**src/hw/fmul_fmt_pkg.sv**
```systemverilog
// ################################################
// binary32 format
// field widths and typedefs of the operand fields
// ################################################

package fmul_fmt_pkg;

  localparam int exp_width  = 8;
  localparam int man_width  = 23;
  localparam int word_width = 32;

  typedef logic [word_width-1:0] fp_word_t;   // full operand or result
  typedef logic [exp_width-1:0] exp_t;        // biased exponent
  typedef logic [exp_width:0] exp_ext_t;      // exponent plus carry bit
  typedef logic [man_width:0] sig_t;          // significand with hidden one
  typedef logic [2*man_width+1:0] prod_t;     // full significand product
  typedef logic [man_width-1:0] man_t;        // stored mantissa
  typedef logic [exp_width+man_width-1:0] body_t;  // everything but the sign

endpackage

```
**src/hw/fmul_special_pkg.sv**
```systemverilog
// ################################################
// special encodings of binary32
// nan words, infinity, exponent bias
// ################################################

package fmul_special_pkg;

  localparam int exp_bias = 127;

  localparam fmul_fmt_pkg::exp_t exp_all_ones = 8'hFF;

  localparam fmul_fmt_pkg::fp_word_t quiet_nan_word = 32'h7FC00000;
  localparam fmul_fmt_pkg::fp_word_t sig_nan_word   = 32'h7FA00000;

  // sign is prepended by the user
  localparam fmul_fmt_pkg::body_t infinity_body =
    {exp_all_ones, fmul_fmt_pkg::man_t'(0)};

endpackage

```
**src/hw/fmul_operand_classify.sv**
```systemverilog
// ################################################
// operand classifier
// field split and zero / nan / infinity / denormal flags
// ################################################

`timescale 1ns/1ps

module fmul_operand_classify (
  input  fmul_fmt_pkg::fp_word_t op_i
  , output logic                 sign_o
  , output logic                 zero_o
  , output logic                 nan_o
  , output logic                 sig_nan_o
  , output logic                 infty_o
  , output logic                 denormal_o
  , output fmul_fmt_pkg::exp_t   exp_o
  , output fmul_fmt_pkg::man_t   man_o
);

  logic exp_zero;
  logic exp_ones;
  logic man_zero;

  assign sign_o = op_i[fmul_fmt_pkg::word_width-1];
  assign exp_o  = op_i[fmul_fmt_pkg::man_width +: fmul_fmt_pkg::exp_width];
  assign man_o  = op_i[fmul_fmt_pkg::man_width-1:0];

  assign exp_zero = (exp_o == '0);
  assign exp_ones = (exp_o == fmul_special_pkg::exp_all_ones);
  assign man_zero = (man_o == '0);

  assign zero_o     = exp_zero & man_zero;
  assign denormal_o = exp_zero & ~man_zero;
  assign infty_o    = exp_ones & man_zero;
  assign nan_o      = exp_ones & ~man_zero;
  assign sig_nan_o  = nan_o & ~man_o[fmul_fmt_pkg::man_width-1];  // quiet bit clear

endmodule

```
**src/hw/fmul_pipe_ctrl.sv**
```systemverilog
// ################################################
// pipeline control
// stage valid bits, stall and load enables
// ################################################

`timescale 1ns/1ps

module fmul_pipe_ctrl (
  input  logic clk_i
  , input  logic reset_i
  , input  logic en_i
  , input  logic v_i
  , input  logic yumi_i
  , output logic ready_o
  , output logic v_o
  , output logic load_1_o
  , output logic load_2_o
  , output logic load_3_o
);

  logic v_1_r, v_2_r, v_3_r;
  logic stall;
  logic advance;

  assign stall   = v_3_r & ~yumi_i;   // result waiting for consumer
  assign advance = en_i & ~stall;

  assign ready_o  = advance;
  assign v_o      = v_3_r;
  assign load_1_o = advance & v_i;
  assign load_2_o = advance & v_1_r;
  assign load_3_o = advance & v_2_r;

  always_ff @(posedge clk_i) begin
    if (reset_i) begin
      v_1_r <= 1'b0;
      v_2_r <= 1'b0;
      v_3_r <= 1'b0;
    end else if (advance) begin
      v_1_r <= v_i;   // bubble when nothing offered
      v_2_r <= v_1_r;
      v_3_r <= v_2_r;
    end
  end

endmodule

```
**src/hw/fmul_operand_stage.sv**
```systemverilog
// ################################################
// stage 1
// operand classification, sign, exponent sum,
// significands with hidden one
// ################################################

`timescale 1ns/1ps

module fmul_operand_stage (
  input  logic                     clk_i
  , input  logic                   load_i
  , input  fmul_fmt_pkg::fp_word_t a_i
  , input  fmul_fmt_pkg::fp_word_t b_i
  , output logic                   sign_o
  , output fmul_fmt_pkg::exp_ext_t exp_sum_o
  , output fmul_fmt_pkg::exp_t     exp_unbiased_o
  , output fmul_fmt_pkg::sig_t     sig_a_o
  , output fmul_fmt_pkg::sig_t     sig_b_o
  , output logic a_sig_nan_o, b_sig_nan_o, a_nan_o, b_nan_o, a_infty_o, b_infty_o
  , output logic a_zero_o, b_zero_o, a_denormal_o, b_denormal_o
);

  logic sign_a, a_zero, a_nan, a_sig_nan, a_infty, a_denormal;
  logic sign_b, b_zero, b_nan, b_sig_nan, b_infty, b_denormal;
  fmul_fmt_pkg::exp_t exp_a, exp_b;
  fmul_fmt_pkg::man_t man_a, man_b;
  fmul_fmt_pkg::exp_ext_t exp_sum;
  fmul_fmt_pkg::exp_ext_t exp_diff;

  fmul_operand_classify i_classify_a (
    .op_i(a_i), .sign_o(sign_a), .zero_o(a_zero), .nan_o(a_nan)
    , .sig_nan_o(a_sig_nan), .infty_o(a_infty), .denormal_o(a_denormal)
    , .exp_o(exp_a), .man_o(man_a)
  );

  fmul_operand_classify i_classify_b (
    .op_i(b_i), .sign_o(sign_b), .zero_o(b_zero), .nan_o(b_nan)
    , .sig_nan_o(b_sig_nan), .infty_o(b_infty), .denormal_o(b_denormal)
    , .exp_o(exp_b), .man_o(man_b)
  );

  assign exp_sum  = {1'b0, exp_a} + {1'b0, exp_b};  // still carries two biases
  assign exp_diff = exp_sum - fmul_fmt_pkg::exp_ext_t'(fmul_special_pkg::exp_bias);

  always_ff @(posedge clk_i) begin
    if (load_i) begin
      sign_o         <= sign_a ^ sign_b;
      exp_sum_o      <= exp_sum;
      exp_unbiased_o <= exp_diff[fmul_fmt_pkg::exp_width-1:0];  // wraps out of range
      sig_a_o        <= {1'b1, man_a};
      sig_b_o        <= {1'b1, man_b};
      {a_sig_nan_o, b_sig_nan_o, a_nan_o, b_nan_o, a_infty_o, b_infty_o}
        <= {a_sig_nan, b_sig_nan, a_nan, b_nan, a_infty, b_infty};
      {a_zero_o, b_zero_o, a_denormal_o, b_denormal_o}
        <= {a_zero, b_zero, a_denormal, b_denormal};
    end
  end

endmodule

```
**src/hw/fmul_product_stage.sv**
```systemverilog
// ################################################
// stage 2
// 24x24 significand multiply, side data carried along
// ################################################

`timescale 1ns/1ps

module fmul_product_stage (
  input  logic                     clk_i
  , input  logic                   load_i
  , input  fmul_fmt_pkg::sig_t     sig_a_i
  , input  fmul_fmt_pkg::sig_t     sig_b_i
  , input  logic                   sign_i
  , input  fmul_fmt_pkg::exp_ext_t exp_sum_i
  , input  fmul_fmt_pkg::exp_t     exp_unbiased_i
  , input  logic a_sig_nan_i, b_sig_nan_i, a_nan_i, b_nan_i, a_infty_i, b_infty_i
  , input  logic a_zero_i, b_zero_i, a_denormal_i, b_denormal_i
  , output fmul_fmt_pkg::prod_t    prod_o
  , output logic                   sign_o
  , output fmul_fmt_pkg::exp_ext_t exp_sum_o
  , output fmul_fmt_pkg::exp_t     exp_unbiased_o
  , output logic a_sig_nan_o, b_sig_nan_o, a_nan_o, b_nan_o, a_infty_o, b_infty_o
  , output logic a_zero_o, b_zero_o, a_denormal_o, b_denormal_o
);

  fmul_fmt_pkg::prod_t product;

  assign product = sig_a_i * sig_b_i;   // 48 bit context, no truncation

  always_ff @(posedge clk_i) begin
    if (load_i) begin
      prod_o         <= product;
      sign_o         <= sign_i;
      exp_sum_o      <= exp_sum_i;
      exp_unbiased_o <= exp_unbiased_i;
      {a_sig_nan_o, b_sig_nan_o, a_nan_o, b_nan_o, a_infty_o, b_infty_o}
        <= {a_sig_nan_i, b_sig_nan_i, a_nan_i, b_nan_i, a_infty_i, b_infty_i};
      {a_zero_o, b_zero_o, a_denormal_o, b_denormal_o}
        <= {a_zero_i, b_zero_i, a_denormal_i, b_denormal_i};
    end
  end

endmodule

```
**src/hw/fmul_round_stage.sv**
```systemverilog
// ################################################
// stage 3
// one bit normalize, guard/round/sticky,
// round to nearest even decision
// ################################################

`timescale 1ns/1ps

module fmul_round_stage (
  input  logic                     clk_i
  , input  logic                   load_i
  , input  fmul_fmt_pkg::prod_t    prod_i
  , input  fmul_fmt_pkg::exp_t     exp_unbiased_i
  , input  logic                   sign_i
  , input  fmul_fmt_pkg::exp_ext_t exp_sum_i
  , input  logic a_sig_nan_i, b_sig_nan_i, a_nan_i, b_nan_i, a_infty_i, b_infty_i
  , input  logic a_zero_i, b_zero_i, a_denormal_i, b_denormal_i
  , output fmul_fmt_pkg::body_t    pre_round_o
  , output logic                   round_up_o
  , output logic                   exp_carry_o
  , output logic                   sign_o
  , output fmul_fmt_pkg::exp_ext_t exp_sum_o
  , output logic a_sig_nan_o, b_sig_nan_o, a_nan_o, b_nan_o, a_infty_o, b_infty_o
  , output logic a_zero_o, b_zero_o, a_denormal_o, b_denormal_o
);

  localparam int mw = fmul_fmt_pkg::man_width;

  logic top;
  fmul_fmt_pkg::prod_t aligned;
  fmul_fmt_pkg::exp_ext_t exp_norm;
  logic lsb, guard, round_bit, sticky;

  // product in [2,4) moves the binary point one place left
  assign top      = prod_i[2*mw+1];
  assign aligned  = top ? prod_i : (prod_i << 1);
  assign exp_norm = {1'b0, exp_unbiased_i} + fmul_fmt_pkg::exp_ext_t'(top);

  assign lsb       = aligned[mw+1];
  assign guard     = aligned[mw];
  assign round_bit = aligned[mw-1];
  assign sticky    = |aligned[mw-2:0];

  always_ff @(posedge clk_i) begin
    if (load_i) begin
      pre_round_o <= {exp_norm[fmul_fmt_pkg::exp_width-1:0], aligned[mw+1 +: mw]};
      round_up_o  <= guard & (round_bit | sticky | lsb);  // ties go to even
      exp_carry_o <= exp_norm[fmul_fmt_pkg::exp_width];
      sign_o      <= sign_i;
      exp_sum_o   <= exp_sum_i;
      {a_sig_nan_o, b_sig_nan_o, a_nan_o, b_nan_o, a_infty_o, b_infty_o}
        <= {a_sig_nan_i, b_sig_nan_i, a_nan_i, b_nan_i, a_infty_i, b_infty_i};
      {a_zero_o, b_zero_o, a_denormal_o, b_denormal_o}
        <= {a_zero_i, b_zero_i, a_denormal_i, b_denormal_i};
    end
  end

endmodule

```
**src/hw/fmul_result_select.sv**
```systemverilog
// ################################################
// result selection
// final increment, exception priority, status flags
// ################################################

`timescale 1ns/1ps

module fmul_result_select (
  input  logic                     sign_i
  , input  fmul_fmt_pkg::body_t    pre_round_i
  , input  logic                   round_up_i
  , input  logic                   exp_carry_i
  , input  fmul_fmt_pkg::exp_ext_t exp_sum_i
  , input  logic a_sig_nan_i, b_sig_nan_i, a_nan_i, b_nan_i, a_infty_i, b_infty_i
  , input  logic a_zero_i, b_zero_i, a_denormal_i, b_denormal_i
  , output fmul_fmt_pkg::fp_word_t z_o
  , output logic                   invalid_o
  , output logic                   overflow_o
  , output logic                   underflow_o
  , output logic                   unimplemented_o
);

  fmul_fmt_pkg::body_t rounded;
  logic round_carry;
  fmul_fmt_pkg::exp_t rounded_exp;
  logic sum_low, sum_high;
  fmul_fmt_pkg::fp_word_t zero_word, infty_word;

  assign {round_carry, rounded} = pre_round_i + round_up_i;
  assign rounded_exp = rounded[fmul_fmt_pkg::man_width +: fmul_fmt_pkg::exp_width];

  // range of the biased sum is bias .. bias+255 for a usable exponent
  assign sum_low  = exp_sum_i < fmul_fmt_pkg::exp_ext_t'(fmul_special_pkg::exp_bias);
  assign sum_high = exp_sum_i > (fmul_fmt_pkg::exp_ext_t'(fmul_special_pkg::exp_bias)
                    + fmul_fmt_pkg::exp_ext_t'(fmul_special_pkg::exp_all_ones));

  assign zero_word  = {sign_i, fmul_fmt_pkg::body_t'(0)};
  assign infty_word = {sign_i, fmul_special_pkg::infinity_body};

  always_comb begin
    z_o             = {sign_i, rounded};
    invalid_o       = 1'b0;
    overflow_o      = 1'b0;
    underflow_o     = 1'b0;
    unimplemented_o = 1'b0;
    if (a_sig_nan_i | b_sig_nan_i) begin
      z_o       = fmul_special_pkg::sig_nan_word;
      invalid_o = 1'b1;
    end else if (a_nan_i | b_nan_i) begin
      z_o = fmul_special_pkg::quiet_nan_word;
    end else if ((a_infty_i & b_zero_i) | (b_infty_i & a_zero_i)) begin
      z_o       = fmul_special_pkg::quiet_nan_word;
      invalid_o = 1'b1;
    end else if (a_infty_i | b_infty_i) begin
      z_o = infty_word;
    end else if (a_zero_i | b_zero_i) begin
      z_o = zero_word;
    end else if (a_denormal_i & b_denormal_i) begin
      z_o         = zero_word;   // flushed
      underflow_o = 1'b1;
    end else if (a_denormal_i | b_denormal_i) begin
      z_o             = fmul_special_pkg::quiet_nan_word;
      unimplemented_o = 1'b1;
    end else if (sum_low) begin
      z_o         = zero_word;
      underflow_o = 1'b1;
    end else if (sum_high | exp_carry_i | round_carry
                 | (rounded_exp == fmul_special_pkg::exp_all_ones)) begin
      z_o        = infty_word;
      overflow_o = 1'b1;
    end else if (rounded_exp == '0) begin
      z_o         = zero_word;   // would be denormal
      underflow_o = 1'b1;
    end
  end

endmodule

```
**src/hw/fmul_top.sv**
```systemverilog
// ################################################
// single precision multiplier top
// flow control plus three stage datapath
// ################################################

`timescale 1ns/1ps

module fmul_top (
  input  logic                     clk_i
  , input  logic                   reset_i
  , input  logic                   en_i
  , input  logic                   v_i
  , input  fmul_fmt_pkg::fp_word_t a_i
  , input  fmul_fmt_pkg::fp_word_t b_i
  , output logic                   ready_o
  , output logic                   v_o
  , output fmul_fmt_pkg::fp_word_t z_o
  , output logic                   invalid_o
  , output logic                   overflow_o
  , output logic                   underflow_o
  , output logic                   unimplemented_o
  , input  logic                   yumi_i
);

  logic load_1, load_2, load_3;

  logic sign_1, sign_2, sign_3;
  fmul_fmt_pkg::exp_ext_t exp_sum_1, exp_sum_2, exp_sum_3;
  fmul_fmt_pkg::exp_t exp_unb_1, exp_unb_2;
  fmul_fmt_pkg::sig_t sig_a_1, sig_b_1;
  fmul_fmt_pkg::prod_t prod_2;
  fmul_fmt_pkg::body_t pre_round_3;
  logic round_up_3, exp_carry_3;

  logic a_sig_nan_1, b_sig_nan_1, a_nan_1, b_nan_1, a_infty_1, b_infty_1;
  logic a_zero_1, b_zero_1, a_denormal_1, b_denormal_1;
  logic a_sig_nan_2, b_sig_nan_2, a_nan_2, b_nan_2, a_infty_2, b_infty_2;
  logic a_zero_2, b_zero_2, a_denormal_2, b_denormal_2;
  logic a_sig_nan_3, b_sig_nan_3, a_nan_3, b_nan_3, a_infty_3, b_infty_3;
  logic a_zero_3, b_zero_3, a_denormal_3, b_denormal_3;

  fmul_pipe_ctrl i_pipe_ctrl (
    .clk_i(clk_i), .reset_i(reset_i), .en_i(en_i), .v_i(v_i), .yumi_i(yumi_i)
    , .ready_o(ready_o), .v_o(v_o)
    , .load_1_o(load_1), .load_2_o(load_2), .load_3_o(load_3)
  );

  fmul_operand_stage i_operand_stage (
    .clk_i(clk_i), .load_i(load_1), .a_i(a_i), .b_i(b_i)
    , .sign_o(sign_1), .exp_sum_o(exp_sum_1), .exp_unbiased_o(exp_unb_1)
    , .sig_a_o(sig_a_1), .sig_b_o(sig_b_1)
    , .a_sig_nan_o(a_sig_nan_1), .b_sig_nan_o(b_sig_nan_1)
    , .a_nan_o(a_nan_1), .b_nan_o(b_nan_1)
    , .a_infty_o(a_infty_1), .b_infty_o(b_infty_1)
    , .a_zero_o(a_zero_1), .b_zero_o(b_zero_1)
    , .a_denormal_o(a_denormal_1), .b_denormal_o(b_denormal_1)
  );

  fmul_product_stage i_product_stage (
    .clk_i(clk_i), .load_i(load_2), .sig_a_i(sig_a_1), .sig_b_i(sig_b_1)
    , .sign_i(sign_1), .exp_sum_i(exp_sum_1), .exp_unbiased_i(exp_unb_1)
    , .a_sig_nan_i(a_sig_nan_1), .b_sig_nan_i(b_sig_nan_1)
    , .a_nan_i(a_nan_1), .b_nan_i(b_nan_1)
    , .a_infty_i(a_infty_1), .b_infty_i(b_infty_1)
    , .a_zero_i(a_zero_1), .b_zero_i(b_zero_1)
    , .a_denormal_i(a_denormal_1), .b_denormal_i(b_denormal_1)
    , .prod_o(prod_2)
    , .sign_o(sign_2), .exp_sum_o(exp_sum_2), .exp_unbiased_o(exp_unb_2)
    , .a_sig_nan_o(a_sig_nan_2), .b_sig_nan_o(b_sig_nan_2)
    , .a_nan_o(a_nan_2), .b_nan_o(b_nan_2)
    , .a_infty_o(a_infty_2), .b_infty_o(b_infty_2)
    , .a_zero_o(a_zero_2), .b_zero_o(b_zero_2)
    , .a_denormal_o(a_denormal_2), .b_denormal_o(b_denormal_2)
  );

  fmul_round_stage i_round_stage (
    .clk_i(clk_i), .load_i(load_3), .prod_i(prod_2), .exp_unbiased_i(exp_unb_2)
    , .sign_i(sign_2), .exp_sum_i(exp_sum_2)
    , .a_sig_nan_i(a_sig_nan_2), .b_sig_nan_i(b_sig_nan_2)
    , .a_nan_i(a_nan_2), .b_nan_i(b_nan_2)
    , .a_infty_i(a_infty_2), .b_infty_i(b_infty_2)
    , .a_zero_i(a_zero_2), .b_zero_i(b_zero_2)
    , .a_denormal_i(a_denormal_2), .b_denormal_i(b_denormal_2)
    , .pre_round_o(pre_round_3), .round_up_o(round_up_3), .exp_carry_o(exp_carry_3)
    , .sign_o(sign_3), .exp_sum_o(exp_sum_3)
    , .a_sig_nan_o(a_sig_nan_3), .b_sig_nan_o(b_sig_nan_3)
    , .a_nan_o(a_nan_3), .b_nan_o(b_nan_3)
    , .a_infty_o(a_infty_3), .b_infty_o(b_infty_3)
    , .a_zero_o(a_zero_3), .b_zero_o(b_zero_3)
    , .a_denormal_o(a_denormal_3), .b_denormal_o(b_denormal_3)
  );

  fmul_result_select i_result_select (
    .sign_i(sign_3), .pre_round_i(pre_round_3), .round_up_i(round_up_3)
    , .exp_carry_i(exp_carry_3), .exp_sum_i(exp_sum_3)
    , .a_sig_nan_i(a_sig_nan_3), .b_sig_nan_i(b_sig_nan_3)
    , .a_nan_i(a_nan_3), .b_nan_i(b_nan_3)
    , .a_infty_i(a_infty_3), .b_infty_i(b_infty_3)
    , .a_zero_i(a_zero_3), .b_zero_i(b_zero_3)
    , .a_denormal_i(a_denormal_3), .b_denormal_i(b_denormal_3)
    , .z_o(z_o), .invalid_o(invalid_o), .overflow_o(overflow_o)
    , .underflow_o(underflow_o), .unimplemented_o(unimplemented_o)
  );

endmodule

```
**config.mk**
```make
export PLATFORM = sky130hd
export DESIGN_NAME = fmul_top
export DESIGN_NICKNAME = d
export VERILOG_FILES = /design/src/hw/fmul_fmt_pkg.sv /design/src/hw/fmul_special_pkg.sv /design/src/hw/fmul_operand_classify.sv /design/src/hw/fmul_pipe_ctrl.sv /design/src/hw/fmul_operand_stage.sv /design/src/hw/fmul_product_stage.sv /design/src/hw/fmul_round_stage.sv /design/src/hw/fmul_result_select.sv /design/src/hw/fmul_top.sv
export SDC_FILE = /design/constraint.sdc
export NUM_CORES = 2
export LEC_CHECK = 0
export BUFFER_PORTS_ARGS = -buffer_cell sky130_fd_sc_hd__buf_2
export CORE_MARGIN = 5
export CORE_UTILIZATION = 58
export CTS_CLUSTER_SIZE = 16
export DETAILED_ROUTE_END_ITERATION = 8
export PLACE_DENSITY = 0.75
export SLEW_MARGIN = 25
export SYNTH_ARGS = -nofsm -noshare
export SYNTH_HDL_FRONTEND = slang
export SYNTH_HIERARCHICAL = 1
export SYNTH_SLANG_ARGS = --single-unit
```
**constraint.sdc**
```tcl
create_clock -name clk_i -period 18.4 [get_ports clk_i]
set_input_delay 1.84 -clock clk_i [delete_from_list [all_inputs] [get_ports clk_i]]
set_output_delay 1.84 -clock clk_i [all_outputs]
set_load 0.03 [all_outputs]
```
After elaboration in Yosys (flattened, before gate mapping)
Cells that the tools add are included.
- flip-flop bits (word level): 206
- input bits: 69
- logic and storage cells: 140
- $add $sub $neg: 4
- $mul: 1
- magnitude comparators: 2
- equal/unequal tests: 3
- mux-type cells: 40
- bitwise logic cells: 37
- reduce and logical (&&, ||, !) cells: 6
- operators by type and width (cell ; count):
    32-bit two-way mux ; 7
    31-bit two-way mux ; 3
    24-bit by 24-bit multiplier with 48-bit output ; 1
    47-bit two-way mux ; 1
    23-bit zero test ; 2
    31-bit by 1-bit adder with 32-bit output ; 1
    1-bit two-way mux ; 29
    8-bit equality test, second input constant ; 3
    8-bit zero test ; 3
    22-bit OR reduction ; 1
    1-bit bitwise AND ; 19
    1-bit bitwise OR ; 11
    8-bit by 1-bit adder with 9-bit output ; 1
    8-bit by 8-bit adder with 9-bit output ; 1
    9-bit greater-than comparator, second input constant ; 1
    9-bit by 7-bit < comparator with 1-bit output, second input constant ; 1
    8-bit by 7-bit subtractor with 8-bit output, second input constant ; 1
    1-bit inverter ; 6
    1-bit bitwise XOR ; 1

Logic depth before layout (Yosys ltp)
- depth in word-level cells: 13
- depth in mapped cells: 27

Hierarchy
Netlist, hierarchy kept.
- by module, submodules not included (module ; instances ; cells each ; area each (um^2) ; seq. area each (um^2)):
    fmul_product_stage ; 1 ; 2262 ; 21339.2 ; 2282.2
    fmul_operand_stage ; 1 ; 144 ; 2752.6 ; 2222.1
    fmul_round_stage ; 1 ; 107 ; 2104.5 ; 1591.5
    fmul_result_select ; 1 ; 210 ; 1326.3 ; 0.0
    fmul_operand_classify ; 2 ; 53 ; 382.9 ; 0.0
    fmul_pipe_ctrl ; 1 ; 19 ; 151.4 ; 60.1

Worst setup path before layout
OpenSTA, ideal clock, no wires.
- kind: register -> register
- start point: reg i_operand_stage.sig_b_o[3]
- end point: reg i_product_stage.prod_o[44], data pin
- setup time: 260 ps
- data arrival time: 6296 ps
- setup slack: 11845 ps
- stages on the path, launching flop included: 25
- buffers on the path: 2
- path through: edfxtp_1 -> clkbuf_1 -> nand2_1 -> fa_1 -> inv_1 -> fa_1 -> inv_1 -> fa_1 -> fa_1 -> inv_1 -> fa_1 -> fa_1 -> inv_1 -> fa_1 -> inv_1 -> ha_1 -> buf_2 -> nand2_1 -> or3_1 -> or4_1 -> o21ai_2 -> o21ai_1 -> a21oi_2 -> a41oi_1 -> xnor2_1
- cells in the longest elaborated chain, start to end: 1
- ends and longest elaborated chain (item ; line ; text):
    start: declaration ; fmul_operand_stage.sv:18 ; , output fmul_fmt_pkg::sig_t sig_b_o
    start signal: assignment ; fmul_operand_stage.sv:51 ; sig_b_o <= {1'b1, man_b};
    24-bit by 24-bit multiplier with 48-bit output ; fmul_product_stage.sv:28 ; assign product = sig_a_i * sig_b_i;
    net i_product_stage.product[44] ; fmul_product_stage.sv:26 ; fmul_fmt_pkg::prod_t product;
    end signal: assignment ; fmul_product_stage.sv:32 ; prod_o <= product;
    end: declaration ; fmul_product_stage.sv:18 ; , output fmul_fmt_pkg::prod_t prod_o
The timed path passes the listed nets, and every way through them passes these cells.
A chain may end at the register's enable or synchronous reset.

Worst setup path in the final report
- start point: reg i_operand_stage.sig_b_o[10]
- end point: reg i_product_stage.prod_o[44], data pin
Same word-level chain as after synthesis.

==> flow_summary.ini <==
[min_path]
hold_class = flip-flop to flip-flop

[critical_path]
worstPathArrival_ns = 7.97
cp_cell_sequence = nand2_1 -> fa_1 -> inv_1 -> fa_1 -> inv_1 -> fa_1 -> inv_1 -> fa_1 -> fa_1 -> fa_1 -> inv_1 -> fa_1 -> inv_1 -> ha_1 -> nand4_1 -> or3_1 -> or4_1 -> o21ai_2 -> o21ai_1 -> a21oi_2 -> a41oi_1 -> xnor2_1
slowest_stage = edfxtp_1
worstPathRequired_ns = 18.66
cp-end-kind = flip-flop
reg2reg_slack_ns = 10.69
path_common_cell = fa_1
critPathLaunchType = flip-flop
cp_max_fo = 24
worstSetupPathType = flip-flop to flip-flop
slowest_delay_ns = 1.13

[die]
dieArea_um2 = 53560
fp-row-count = 81
coreArea_um2 = 48750
io_pins = 107
initial_core_util_pct = 58.34
die_x_um = 231.4
die_h_um = 231.4

[final_layout]
drive_gt1_share_pct = 7.624
num-nets-final = 3561
diodes = 0
n_fill_cell = 3993
multiInputGateArea_um2 = 19140
layout.area.seq_um2 = 6156
area_growth_pct = 4.439

[synthesis]
synthAdderAreaFrac_pct = 42.31
muxShareOfSynthArea_pct = 0.9107
yosys-top-cells-area = fa_1, edfxtp_1, ha_1
async_flop_share_pct = 0
synth_top_family_by_area = adder cells
yosysWarnings = 6
synth_compound_area_share_pct = 5.077
synth_cell_types = 80
synth-simple-area-share_pct = 16.33
synth-edff-count = 203
yosys.area.top_type = fa_1
seq_area_frac_synth_pct = 21.65
yosysTopAreaCellShare_pct = 34.00
synth_cells = 2848
ys_ff_latch = 206
avgSynthCellArea_um2 = 9.986
synth_xor_xnor_area_share_pct = 2.648
synth_ff_type = edfxtp_1
netlist_area_um2 = 28440

[timing]
finalSetupTns_ns = 0
fmax_ghz = 0.1297
slew_violations = 0
tightest_slew_ns = 1.185
setup_viol = 0
fin_crit_sh_pct = 41.89
hold_violations = 0
skew_ns = 0.02433
grt_setup_unrepaired = no
relSlewSlack_pct = 20.98
period_minus_slack_ns = 7.707

[grt]
grtUsageTotal_pct = 27.31
antenna_found_initial = 1
grt_max_degree = 77
grt_first_pass_wirelength_mm = 115.0
overflow = 0
grt_pass1_vias = 21200

[detailed_routing]
dr_wl_met3_mm = 5.982
first_pass_iters = 7
drtIter0Drc = 1748
wl_met1_mm = 30.71
vias = 19730
met2WireLength_mm = 32.26
vias_per_cell = 5.641
drc = 0
totalWireLength_mm = 71.49
route.detailed.wl_per_inst_um = 20.44
routed.top_layer = met4
postRouteAntennaNets = 0

[clock_tree]
cts_tree = built
cts-resized-gates = 0
cts_made_buffers = 22
clk_latency_ns = 0.53
post_cts_buffers = 0
h-tree-depth = 1
clockRootBuffer = clkbuf_16
cts.sinks = 206
cts_buffer_depth = 3
ctsHoldBuffers = 0
cts.clk_slew.worst_paths_ns = 0.07

[status]
status = complete, no violations

[placed_design]
placement.io_buffers = 106
gp_congestion = 0.9771
dp_hpwl_mm = 54.97

[flow_run]
maxCapViolCount = 0
-- per-layer routing --
metal	vias to the layer above	track usage, %
li1	8718	-
met1	9974	39.97
met2	884	42.43
met3	151	4.508
met4	0	8.488
met5	-	0
-- state kept, by name (all words and copies together) (netlist names), 8 cells and up --
signal,flops
i_operand_stage/exp_sum_o,9
i_operand_stage/exp_unbiased_o,8
i_operand_stage/sig_a_o,23
i_operand_stage/sig_b_o,23
i_product_stage/exp_sum_o,9
i_product_stage/exp_unbiased_o,8
i_product_stage/prod_o,48
i_round_stage/exp_sum_o,9
i_round_stage/pre_round_o,31
-- kinds of logic after synthesis --
| family | Yosys count |
|---|---|
| compound gates | 213 |
| xor+xnor | 86 |
| fa+ha+maj | 672 |
| buf+inv | 758 |
| flops | 206 |
| mux | 23 |
| other cells | 1 |
| simple gates | 889 |
-- area by class of cell --
class / count / area share, %
flip-flops and latches: 206 / 20.73
well taps: 664 / 2.797
repair buffers: 135 / 2.671
inverters: 570 / 7.208
clock buffers: 26 / 1.904
multi-input cells: 1885 / 64.45
clock inverters: 11 / 0.2485
-- cell usage after synthesis (40+ instances only) --
master,instances
nor2_1,62
clkbuf_1,107
buf_4,66
and2_1,313
xnor2_1,46
a21oi_1,58
ha_1,189
nand2_1,333
xor2_1,40
edfxtp_1,203
inv_1,569
fa_1,483
-- placed cells by master, fill, tap and decap left out, types with 46 or more instances in the layout --
| cell | netlist | layout |
|---|---|---|
| nand2_1 | 333 | 333 |
| a21oi_1 | 58 | 58 |
| inv_1 | 569 | 567 |
| xnor2_1 | 46 | 46 |
| fa_1 | 483 | 483 |
| ha_1 | 189 | 189 |
| buf_2 | 10 | 106 |
| edfxtp_1 | 203 | 203 |
| nor2_1 | 62 | 62 |
| and2_1 | 313 | 312 |
-- through the flow --
stage	instance area, um2	setup WS [ns]	std cells	utilization (%)	hold slack (ns)
floorplan	28440	11.84	2849	-	0.4003
global placement	28970	10.83	3454	59.43	0.4008
detailed placement	28990	10.70	3455	59.46	0.4045
CTS	29630	10.66	3492	60.78	0.4163
global route	29700	10.46	3497	60.93	0.4172
finish	29700	10.69	3497	60.93	0.4139
-- critical path: cells and delay by family, from the launching register on --
kind / cells / cell delay [ns]
xor+xnor: 1 / 0.16
buf+inv: 5 / 0.27
simple gates: 4 / 1.17
compound gates: 4 / 0.74
fa+ha+maj: 8 / 3.98
flops: 1 / 1.13
-- final timing paths --
kind                                              startpoint  cells past startpoint                    endpoint
worst max-delay path             i_operand_stage/sig_b_o[10]                     22  i_product_stage/prod_o[44]
worst min-delay path            i_product_stage/exp_sum_o[7]                      0  i_round_stage/exp_sum_o[7]
worst max register to register   i_operand_stage/sig_b_o[10]                     22  i_product_stage/prod_o[44]
worst min register to register  i_product_stage/exp_sum_o[7]                      0  i_round_stage/exp_sum_o[7]
Power is left out: the tool's default activity adds up to more than one toggle a clock period on the data nets, which glitch-free logic cannot reach.
